## src/logic/lsu_axi_pkg.sv

```systemverilog
package lsu_axi_pkg;

    // byte address, wraps modulo 1024
    typedef logic [9:0]  addr_t;

    // axi id doubles as the table entry index
    typedef logic [3:0]  axi_id_t;

    // lsu command tag
    typedef logic [7:0]  lsu_tag_t;

    // one read beat
    typedef logic [63:0] data_t;

    // axi burst fields
    typedef logic [7:0]  len_t;
    typedef logic [2:0]  size_t;
    typedef logic [1:0]  burst_t;
    typedef logic [1:0]  resp_t;

    // 16 << code for codes 0..4, codes 5..7 give 256
    typedef logic [2:0]  stride_code_t;

    // sub-request count, number of bursts is count + 1
    typedef logic [3:0]  count_t;

    // outstanding read table size
    localparam int NUM_IDS = 16;

    // smallest stride in bytes
    localparam int STRIDE_BASE = 16;

    // stride generator states
    typedef enum logic {
        GEN_IDLE,
        GEN_ISSUE
    } gen_state_e;

endpackage

```

## src/logic/ar_req_if.sv

```systemverilog
`timescale 1ns/1ps

interface ar_req_if;
    import lsu_axi_pkg::*;

    logic   vld;
    logic   rdy;
    addr_t  addr;
    len_t   len;
    size_t  size;
    burst_t burst;

    // stride generator side
    modport gen (
        output vld, addr, len, size, burst,
        input  rdy
    );

    // id tracker side
    modport trk (
        input  vld, addr, len, size, burst,
        output rdy
    );

endinterface

```

## src/logic/ar_stride_gen.sv

```systemverilog
`timescale 1ns/1ps

module ar_stride_gen (
    input  logic                       clk,
    input  logic                       rst_n,
    input  lsu_axi_pkg::addr_t         lsu_araddr,
    input  lsu_axi_pkg::len_t          lsu_arlen,
    input  lsu_axi_pkg::size_t         lsu_arsize,
    input  lsu_axi_pkg::burst_t        lsu_arburst,
    input  lsu_axi_pkg::stride_code_t  lsu_arstr,
    input  lsu_axi_pkg::count_t        lsu_arnum,
    input  lsu_axi_pkg::lsu_tag_t      lsu_artag,
    input  logic                       lsu_arvld,
    output logic                       lsu_arrdy,
    output lsu_axi_pkg::lsu_tag_t      tag,
    ar_req_if.gen                      req
);
    import lsu_axi_pkg::*;

    gen_state_e state;
    gen_state_e state_nxt;
    count_t     remain;
    addr_t      addr_q;
    addr_t      stride_q;
    len_t       len_q;
    size_t      size_q;
    burst_t     burst_q;
    lsu_tag_t   tag_q;
    logic       cmd_acc;
    logic       sub_xfer;

    // stride code to byte offset
    function automatic addr_t stride_bytes(input stride_code_t code);
        if (code > 3'd4) begin
            return addr_t'(STRIDE_BASE << 4);
        end
        return addr_t'(STRIDE_BASE << code);
    endfunction

    assign lsu_arrdy = (state == GEN_IDLE);
    assign cmd_acc   = lsu_arvld & lsu_arrdy;
    assign sub_xfer  = req.vld & req.rdy;

    always_comb begin
        state_nxt = state;
        case (state)
            GEN_IDLE: begin
                if (cmd_acc) begin
                    state_nxt = GEN_ISSUE;
                end
            end
            GEN_ISSUE: begin
                // done once the last sub-request is taken
                if (sub_xfer && remain == '0) begin
                    state_nxt = GEN_IDLE;
                end
            end
            default: state_nxt = GEN_IDLE;
        endcase
    end

    always_ff @(posedge clk) begin
        if (!rst_n) begin
            state  <= GEN_IDLE;
            remain <= '0;
        end else begin
            state <= state_nxt;
            if (cmd_acc) begin
                remain <= lsu_arnum;
            end else if (sub_xfer && remain != '0) begin
                remain <= remain - count_t'(1);
            end
        end
    end

    // command payload, address steps by the stride
    always_ff @(posedge clk) begin
        if (cmd_acc) begin
            addr_q   <= lsu_araddr;
            stride_q <= stride_bytes(lsu_arstr);
            len_q    <= lsu_arlen;
            size_q   <= lsu_arsize;
            burst_q  <= lsu_arburst;
            tag_q    <= lsu_artag;
        end else if (sub_xfer) begin
            addr_q <= addr_q + stride_q;
        end
    end

    assign req.vld   = (state == GEN_ISSUE);
    assign req.addr  = addr_q;
    assign req.len   = len_q;
    assign req.size  = size_q;
    assign req.burst = burst_q;
    assign tag       = tag_q;

endmodule

```

## src/logic/axi_id_tracker.sv

```systemverilog
`timescale 1ns/1ps

module axi_id_tracker (
    input  logic                   clk,
    input  logic                   rst_n,
    ar_req_if.trk                  req,
    input  lsu_axi_pkg::lsu_tag_t  tag,
    output lsu_axi_pkg::axi_id_t   arid,
    output lsu_axi_pkg::addr_t     araddr,
    output lsu_axi_pkg::len_t      arlen,
    output lsu_axi_pkg::size_t     arsize,
    output lsu_axi_pkg::burst_t    arburst,
    output logic                   arvalid,
    input  logic                   arready,
    input  logic                   free_vld,
    input  lsu_axi_pkg::axi_id_t   free_id,
    input  lsu_axi_pkg::axi_id_t   lookup_id,
    output lsu_axi_pkg::lsu_tag_t  lookup_tag
);
    import lsu_axi_pkg::*;

    logic [NUM_IDS-1:0] busy;
    logic [NUM_IDS-1:0] busy_nxt;
    logic [NUM_IDS-1:0] alloc_ptr;
    logic [NUM_IDS-1:0] alloc_en;
    logic [NUM_IDS-1:0] free_mask;
    lsu_tag_t           tag_mem [NUM_IDS];
    axi_id_t            alloc_id;
    logic               alloc_ok;
    logic               xfer;
    logic               ar_sent;

    // one-hot pointer to entry index
    always_comb begin
        alloc_id = '0;
        for (int i = 0; i < NUM_IDS; i++) begin
            if (alloc_ptr[i]) begin
                alloc_id = alloc_id | axi_id_t'(i);
            end
        end
    end

    // entry under the pointer must be idle
    assign alloc_ok = |(alloc_ptr & ~busy);

    // no new sub-request while an AR is still pending
    assign req.rdy = alloc_ok & ~arvalid;
    assign xfer    = req.vld & req.rdy;
    assign ar_sent = arvalid & arready;

    assign alloc_en  = {NUM_IDS{xfer}} & alloc_ptr;
    assign free_mask = {NUM_IDS{free_vld}} & (NUM_IDS'(1) << free_id);
    assign busy_nxt  = alloc_en | (busy & ~free_mask);

    always_ff @(posedge clk) begin
        if (!rst_n) begin
            busy      <= '0;
            alloc_ptr <= NUM_IDS'(1);
        end else begin
            busy <= busy_nxt;
            if (xfer) begin
                alloc_ptr <= {alloc_ptr[NUM_IDS-2:0], alloc_ptr[NUM_IDS-1]};
            end
        end
    end

    // tag per entry, written on allocation
    always_ff @(posedge clk) begin
        if (xfer) begin
            tag_mem[alloc_id] <= tag;
        end
    end

    assign lookup_tag = tag_mem[lookup_id];

    // AR output register
    always_ff @(posedge clk) begin
        if (!rst_n) begin
            arvalid <= 1'b0;
        end else if (xfer) begin
            arvalid <= 1'b1;
        end else if (ar_sent) begin
            arvalid <= 1'b0;
        end
    end

    always_ff @(posedge clk) begin
        if (xfer) begin
            arid    <= alloc_id;
            araddr  <= req.addr;
            arlen   <= req.len;
            arsize  <= req.size;
            arburst <= req.burst;
        end
    end

endmodule

```

## src/logic/r_resp_buf.sv

```systemverilog
`timescale 1ns/1ps

module r_resp_buf (
    input  logic                   clk,
    input  logic                   rst_n,
    input  lsu_axi_pkg::axi_id_t   rid,
    input  lsu_axi_pkg::data_t     rdata,
    input  lsu_axi_pkg::resp_t     rresp,
    input  logic                   rlast,
    input  logic                   rvalid,
    output logic                   rready,
    output lsu_axi_pkg::axi_id_t   lookup_id,
    input  lsu_axi_pkg::lsu_tag_t  lookup_tag,
    output lsu_axi_pkg::lsu_tag_t  lsu_rtag,
    output lsu_axi_pkg::data_t     lsu_rdata,
    output lsu_axi_pkg::resp_t     lsu_rresp,
    output logic                   lsu_rlast,
    output logic                   lsu_rvld,
    input  logic                   lsu_rrdy,
    output logic                   free_vld,
    output lsu_axi_pkg::axi_id_t   free_id
);
    import lsu_axi_pkg::*;

    logic    full;
    axi_id_t rid_q;
    logic    r_acc;
    logic    lsu_acc;

    assign rready  = ~full;
    assign r_acc   = rvalid & rready;
    assign lsu_acc = full & lsu_rrdy;

    always_ff @(posedge clk) begin
        if (!rst_n) begin
            full <= 1'b0;
        end else if (r_acc) begin
            full <= 1'b1;
        end else if (lsu_acc) begin
            full <= 1'b0;
        end
    end

    // beat payload
    always_ff @(posedge clk) begin
        if (r_acc) begin
            rid_q     <= rid;
            lsu_rdata <= rdata;
            lsu_rresp <= rresp;
            lsu_rlast <= rlast;
        end
    end

    // tag comes back from the tracker table
    assign lookup_id = rid_q;
    assign lsu_rtag  = lookup_tag;
    assign lsu_rvld  = full;

    // entry freed when the last beat leaves
    assign free_vld = lsu_acc & lsu_rlast;
    assign free_id  = rid_q;

endmodule

```

## src/logic/axi_read_intf.sv

```systemverilog
`timescale 1ns/1ps

module axi_read_intf (
    input  logic                       clk,
    input  logic                       rst_n,
    // lsu command
    input  lsu_axi_pkg::addr_t         lsu_araddr,
    input  lsu_axi_pkg::len_t          lsu_arlen,
    input  lsu_axi_pkg::size_t         lsu_arsize,
    input  lsu_axi_pkg::burst_t        lsu_arburst,
    input  lsu_axi_pkg::stride_code_t  lsu_arstr,
    input  lsu_axi_pkg::count_t        lsu_arnum,
    input  lsu_axi_pkg::lsu_tag_t      lsu_artag,
    input  logic                       lsu_arvld,
    output logic                       lsu_arrdy,
    // lsu response
    output lsu_axi_pkg::lsu_tag_t      lsu_rtag,
    output lsu_axi_pkg::data_t         lsu_rdata,
    output lsu_axi_pkg::resp_t         lsu_rresp,
    output logic                       lsu_rlast,
    output logic                       lsu_rvld,
    input  logic                       lsu_rrdy,
    // axi read address
    output lsu_axi_pkg::addr_t         araddr,
    output lsu_axi_pkg::axi_id_t       arid,
    output lsu_axi_pkg::len_t          arlen,
    output lsu_axi_pkg::size_t         arsize,
    output lsu_axi_pkg::burst_t        arburst,
    output logic                       arvalid,
    input  logic                       arready,
    // axi read data
    input  lsu_axi_pkg::axi_id_t       rid,
    input  lsu_axi_pkg::data_t         rdata,
    input  lsu_axi_pkg::resp_t         rresp,
    input  logic                       rlast,
    input  logic                       rvalid,
    output logic                       rready
);
    import lsu_axi_pkg::*;

    lsu_tag_t gen_tag;
    logic     free_vld;
    axi_id_t  free_id;
    axi_id_t  lookup_id;
    lsu_tag_t lookup_tag;

    ar_req_if req_bus ();

    ar_stride_gen u_gen (
        .clk         (clk),
        .rst_n       (rst_n),
        .lsu_araddr  (lsu_araddr),
        .lsu_arlen   (lsu_arlen),
        .lsu_arsize  (lsu_arsize),
        .lsu_arburst (lsu_arburst),
        .lsu_arstr   (lsu_arstr),
        .lsu_arnum   (lsu_arnum),
        .lsu_artag   (lsu_artag),
        .lsu_arvld   (lsu_arvld),
        .lsu_arrdy   (lsu_arrdy),
        .tag         (gen_tag),
        .req         (req_bus.gen)
    );

    axi_id_tracker u_trk (
        .clk        (clk),
        .rst_n      (rst_n),
        .req        (req_bus.trk),
        .tag        (gen_tag),
        .arid       (arid),
        .araddr     (araddr),
        .arlen      (arlen),
        .arsize     (arsize),
        .arburst    (arburst),
        .arvalid    (arvalid),
        .arready    (arready),
        .free_vld   (free_vld),
        .free_id    (free_id),
        .lookup_id  (lookup_id),
        .lookup_tag (lookup_tag)
    );

    r_resp_buf u_rbuf (
        .clk        (clk),
        .rst_n      (rst_n),
        .rid        (rid),
        .rdata      (rdata),
        .rresp      (rresp),
        .rlast      (rlast),
        .rvalid     (rvalid),
        .rready     (rready),
        .lookup_id  (lookup_id),
        .lookup_tag (lookup_tag),
        .lsu_rtag   (lsu_rtag),
        .lsu_rdata  (lsu_rdata),
        .lsu_rresp  (lsu_rresp),
        .lsu_rlast  (lsu_rlast),
        .lsu_rvld   (lsu_rvld),
        .lsu_rrdy   (lsu_rrdy),
        .free_vld   (free_vld),
        .free_id    (free_id)
    );

endmodule

```

## config.mk

```make
export PLATFORM = sky130hd
export DESIGN_NAME = axi_read_intf
export DESIGN_NICKNAME = d
export VERILOG_FILES = /design/src/logic/lsu_axi_pkg.sv /design/src/logic/ar_req_if.sv /design/src/logic/ar_stride_gen.sv /design/src/logic/axi_id_tracker.sv /design/src/logic/r_resp_buf.sv /design/src/logic/axi_read_intf.sv
export SDC_FILE = /design/constraint.sdc
export NUM_CORES = 1
export LEC_CHECK = 0
export BUFFER_PORTS_ARGS = -buffer_cell sky130_fd_sc_hd__buf_2
export CAP_MARGIN = 25
export CORE_ASPECT_RATIO = 0.7
export CORE_MARGIN = 10
export CORE_UTILIZATION = 30
export DETAILED_ROUTE_END_ITERATION = 6
export HOLD_SLACK_MARGIN = 0.12
export PLACE_DENSITY_LB_ADDON = 0.08
export SETUP_SLACK_MARGIN = 0.5
export SYNTH_ARGS = -nofsm -noshare
export SYNTH_HDL_FRONTEND = slang
export SYNTH_SLANG_ARGS = --single-unit
```

## constraint.sdc

```tcl
create_clock -name clk -period 7.5 [get_ports clk]
set_input_delay 0 -clock clk [delete_from_list [all_inputs] [get_ports clk]]
set_output_delay 0 -clock clk [all_outputs]
set_load 0.03 [all_outputs]
```

Yosys cells after proc, flatten, opt, wreduce, memory -nomap -nowiden --
Memory sizes are Yosys's and may differ from the RTL's. A register that Yosys moved wholly into a read port is not among the register bits. Cells that the tools add are included.
Storage, ports and cells: output and inout port bits 106, latch bits 0, memories 1, word-level logic and storage cells 86, input port bits 115, RAM bits 128, flip-flop bits (word level) 178, memory bits (read-only) 0
Memories:
- u_trk.tag_mem | depth 16, bits a word 8, read ports 1, clocked after Yosys merged registers in 1, write ports 1, line axi_id_tracker.sv:27 | lsu_tag_t tag_mem [NUM_IDS];
Cells by class: shift-type cells 2, magnitude comparators 1, bitwise operators 17, multipliers 0, reductions and logical operators 9, div/mod/pow operators 0, mux-type cells 33, add/sub/neg operators 2, equality and inequality tests 0
Operators by type and width (count):
- $and 16x16->16 | 4
- $mux 4 | 11
- $mux 10 | 4
- $not 16->16 | 2
- $or 16x16->16 | 1
- $reduce_or 16->1 | 1
- $shl 1x4->16 const A | 1
- $mux 3 | 4
- $mux 1 | 11
- $add 10x10->10 | 1
- $shl 5x3->10 const A | 1
- $reduce_bool 2->1 | 4
- $and 1x1->1 | 7
- $logic_not 4->1 | 1
- $mux 2 | 2
- $reduce_bool 4->1 | 1
- $sub 4x1->4 const B | 1
- $gt 3x3->1 const B | 1
- $not 1->1 | 3
- $logic_and 1x1->1 | 2
- $pmux 1 s2 | 1

Depth between registers and ports, before layout --
word-level depth 15, depth in mapped cells 7

Modules after synthesis --
A second synthesis with hierarchy kept.
Unflattened totals: cell total of the unflattened synthesis 590, area, all modules 11317.1 µm²
By module, submodules not included:
- axi_id_tracker | sequential area each 5315.1 µm², area each 7323.3 µm², instances 1, cells each 379
- r_resp_buf | sequential area each 2152.1 µm², area each 2272.2 µm², instances 1, cells each 89
- ar_stride_gen | sequential area each 1211.2 µm², area each 1721.7 µm², instances 1, cells each 122

Worst setup path after synthesis --
Ideal clock, no wire load.
path type reg2reg, start reg u_rbuf.full (netlist: u_rbuf.lsu_rvld), end reg with a tool-made name, arrival time 3109 ps, path buffers 1, slack 4264 ps, cell stages (with the launch flop) 4, cell sequence dfxtp_1 -> nor2b_1 -> clkbuf_1 -> mux2_2
RTL lines:
- start, declared | line r_resp_buf.sv:25 | logic full;
- start signal, assigned | line r_resp_buf.sv:36 | full <= 1'b0;
- start signal, assigned | line r_resp_buf.sv:38 | full <= 1'b1;
- start signal, assigned | line r_resp_buf.sv:40 | full <= 1'b0;

==> results.py <==
metrics = {
    "status": {
        "status": "finished, final reports clean",
    },
    "clocking": {
        "clkTransAtPathRegs_ns": 0.06,
        "clk_path_buf_depth": 3,
        "cts_buffers": 30,
        "clk_latency_ns": 0.57,
        "cts_setup_buffers": 0,
        "cts_tree": "yes",
        "clock-sinks": 306,
        "cts.hold.buffers_added": 131,
        "cts-root-buf": "clkbuf_16",
        "cts.htree.levels": 1,
        "cts_resized": 0,
    },
    "worst_setup_path": {
        "path_class": "flop to output port",
        "max_stage_delay_ns": 0.65,
        "critical_path_peak_fanout": 32,
        "regToRegStartpoint": "u_trk.alloc_ptr[3]",
        "path_cells": "buf_4, mux4_2, mux4_2, buf_2",
        "critical-path-top-delay-family": "multiplexers",
        "crit_required_ns": 7.50,
        "cp.arrival_ns": 2.81,
        "worst_path_max_delay_cell": "mux4_2",
        "worst-path-buf-inv": 2,
        "crit_top_cell": "mux4_2",
        "startpoint_type": "flop",
        "cp-end-kind": "output port",
    },
    "timing": {
        "min_period_ns": 2.81,
        "fin_tns_setup_ns": 0,
        "finalSetupViolCount": 0,
        "skew_ns": 0.0193,
        "fin_crit_sh_pct": 37.5,
        "slew_headroom_pct": 37.8,
        "fmax_ghz": 0.356,
        "hold_viol_final": 0,
        "rsz0062_at_grt": "no",
        "tightest_slew_ns": 0.933,
        "drv_slew": 0,
    },
    "drt": {
        "wire_per_inst_um": 21.1,
        "dr.pass1.iters": 6,
        "drcViolationCount": 0,
        "postRouteAntennaNets": 0,
        "drt_iter0_drc": 584,
        "drt-vias-per-instance": 4.64,
        "vias": 6909,
        "wirelength_um": 31500,
    },
    "die": {
        "die_w_um": 251,
        "pin_count": 221,
        "fp.coreArea_mm2": 0.0370,
        "die_h_um": 181,
        "dieArea_mm2": 0.0455,
        "row_count": 59,
        "initial_core_util_pct": 30.2,
    },
    "final_layout": {
        "final_cell_mix": "263 x edfxtp_1, 220 x buf_2, 131 x dlygate4sd3_1, 41 x dfxtp_1, 40 x mux4_2",
        "drive_gt1_share_pct": 34.1,
        "antenna_cells": 0,
        "fillCellCount": 3326,
        "fin_util_pct": 41.2,
        "final_common_cell": "edfxtp_1",
        "stdcell_count": 1489,
        "nets": 1099,
        "synthToLayoutAreaGrowth_pct": 36.5,
    },
    "power": {
        "seqPwrFrac_pct": 48.6,
        "peakVddDrop_uv": 178,
        "power_density_mw_per_mm2": 272,
        "p_switching_mw": 1.03,
        "sw_frac_of_total_pct": 24.7,
        "internal-power_mw": 3.12,
        "clockPowerShare_pct": 39.1,
        "power.leakage_nw": 5.52,
        "comb_power_share_pct": 12.3,
    },
    "yosys": {
        "synthDistinctLibCells": 45,
        "synth_top_flop_cell": "edfxtp_1",
        "yosysTopAreaCell": "edfxtp_1",
        "ys_top_cells_by_area": "edfxtp_1 71%, mux4_2 8.1%, dfxtp_1 7.7%",
        "synthDominantCellAreaShare_pct": 70.7,
        "ys_warn_count": 0,
        "netlist_area_mm2": 0.0112,
        "synth_nets": 731,
        "synth_seq_cells": 306,
        "ys_seq_area_share_pct": 78.4,
        "netlist_instances": 609,
        "async_flop_share_pct": 0,
        "syn_area_per_cell_um2": 18.3,
        "synth_edf_count": 263,
    },
    "grt": {
        "antenna_found_initial": 1,
        "grt_overflow": 0,
        "grt_pass1_wl_um": 47200,
        "grt_pass1_vias": 7163,
        "grt_usage_pct": 13.4,
        "grt_max_degree": 65,
    },
    "placed_design": {
        "routabilityCongestion": 0.807,
        "numPortBuffers": 220,
        "dpl.cell_count": 1300,
        "hpwl_um": 21800,
    },
    "worst_hold_path": {
        "min_from": "lsu_artag[6]",
        "hp-class": "input port to flop",
    },
    "run": {
        "max-cap-violations": 0,
    },
}
-- synth_stat cells, types with 3 or more instances --
cell type / count
o21ai_0: 31
nand2b_1: 3
inv_1: 12
nor3_1: 8
nor2_1: 27
nor4_1: 3
edfxtp_1: 263
a2111oi_2: 4
a21oi_1: 37
and2_1: 4
dfxtp_1: 43
nor2b_1: 14
buf_1: 7
mux2_2: 4
nand3_1: 26
a211oi_1: 3
clkbuf_1: 11
nand2_1: 15
ha_1: 6
mux4_2: 40
o21ai_1: 7
nor3b_1: 3
o21a_1: 3
a21o_1: 3
or3_1: 3
buf_2: 3
buf_6: 3
-- routing by layer --
layer	part of all wire (%)	track usage, %	vias up
met5	0	0	-
met4	1.6	2.64	0
met3	6.9	3.51	37
met2	42	19.3	245
met1	49	19.9	3482
li1	-	-	3145
-- through the flow --
| stage | power, mW | hold slack [ns] | worst slack [ns] | area, um2 |
|---|---|---|---|---|
| floorplan | 2.33 | 0.0989 | 4.26 | 11200 |
| global placement | 2.50 | 0.177 | 4.89 | 12800 |
| detailed placement | 2.50 | 0.178 | 4.88 | 12800 |
| CTS | 4.20 | 0.121 | 4.59 | 15200 |
| global route | 4.31 | 0.126 | 4.53 | 15200 |
| finish | 4.15 | 0.151 | 4.69 | 15200 |
-- power groups by stage --
| stage | clock network, mW | logic (mW) | registers [mW] |
|---|---|---|---|
| floorplan | 0 | 0.224 | 2.11 |
| global placement | 0 | 0.449 | 2.05 |
| detailed placement | 0 | 0.452 | 2.05 |
| CTS | 1.67 | 0.513 | 2.02 |
| global route | 1.74 | 0.550 | 2.02 |
| finish | 1.62 | 0.510 | 2.01 |
-- path summary, 6_finish.rpt --
check        cells after the start  slack (ns)                    to
max                              4        4.69           lsu_rtag[1]
min                              2        0.15          u_gen.tag[6]
max reg2reg                      6        4.86  u_trk.tag_mem[12][3]
min reg2reg                      0        0.42        u_trk.arlen[3]
-- flip-flops by register name (all words and copies together), names as in the netlist, 6 cells and up, named ones only --
register / flops
u_trk.araddr: 10
u_trk.arlen: 8
u_rbuf.lsu_rdata: 64
u_trk.busy: 16
u_gen.tag: 8
u_gen.stride_q: 6
u_gen.req.addr: 10
u_gen.req.len: 8
u_trk.tag_mem: 128
u_trk.alloc_ptr: 16
-- cells by family after synthesis --
group           share of synthesized area [%]
flops                                    78.4
simple gates                             5.28
compound gates                           5.13
mux                                      8.47
buf+inv                                  1.51
fa+ha+maj                               0.851
xor+xnor                                0.314
other cells                            0.0336
-- cell type report --
type                       count  area, um2  share of cell area (%)
inverter                      12       45.0                   0.295
multi-input combinational    266       2250                    14.8
clock buffer                  32        779                    5.11
timing repair buffer         361       2510                    16.4
clock inverter                24        295                    1.94
sequential                   306       8760                    57.5
tap                          488        611                    4.00
No activity file was read; power rests on OpenSTA's default activity.
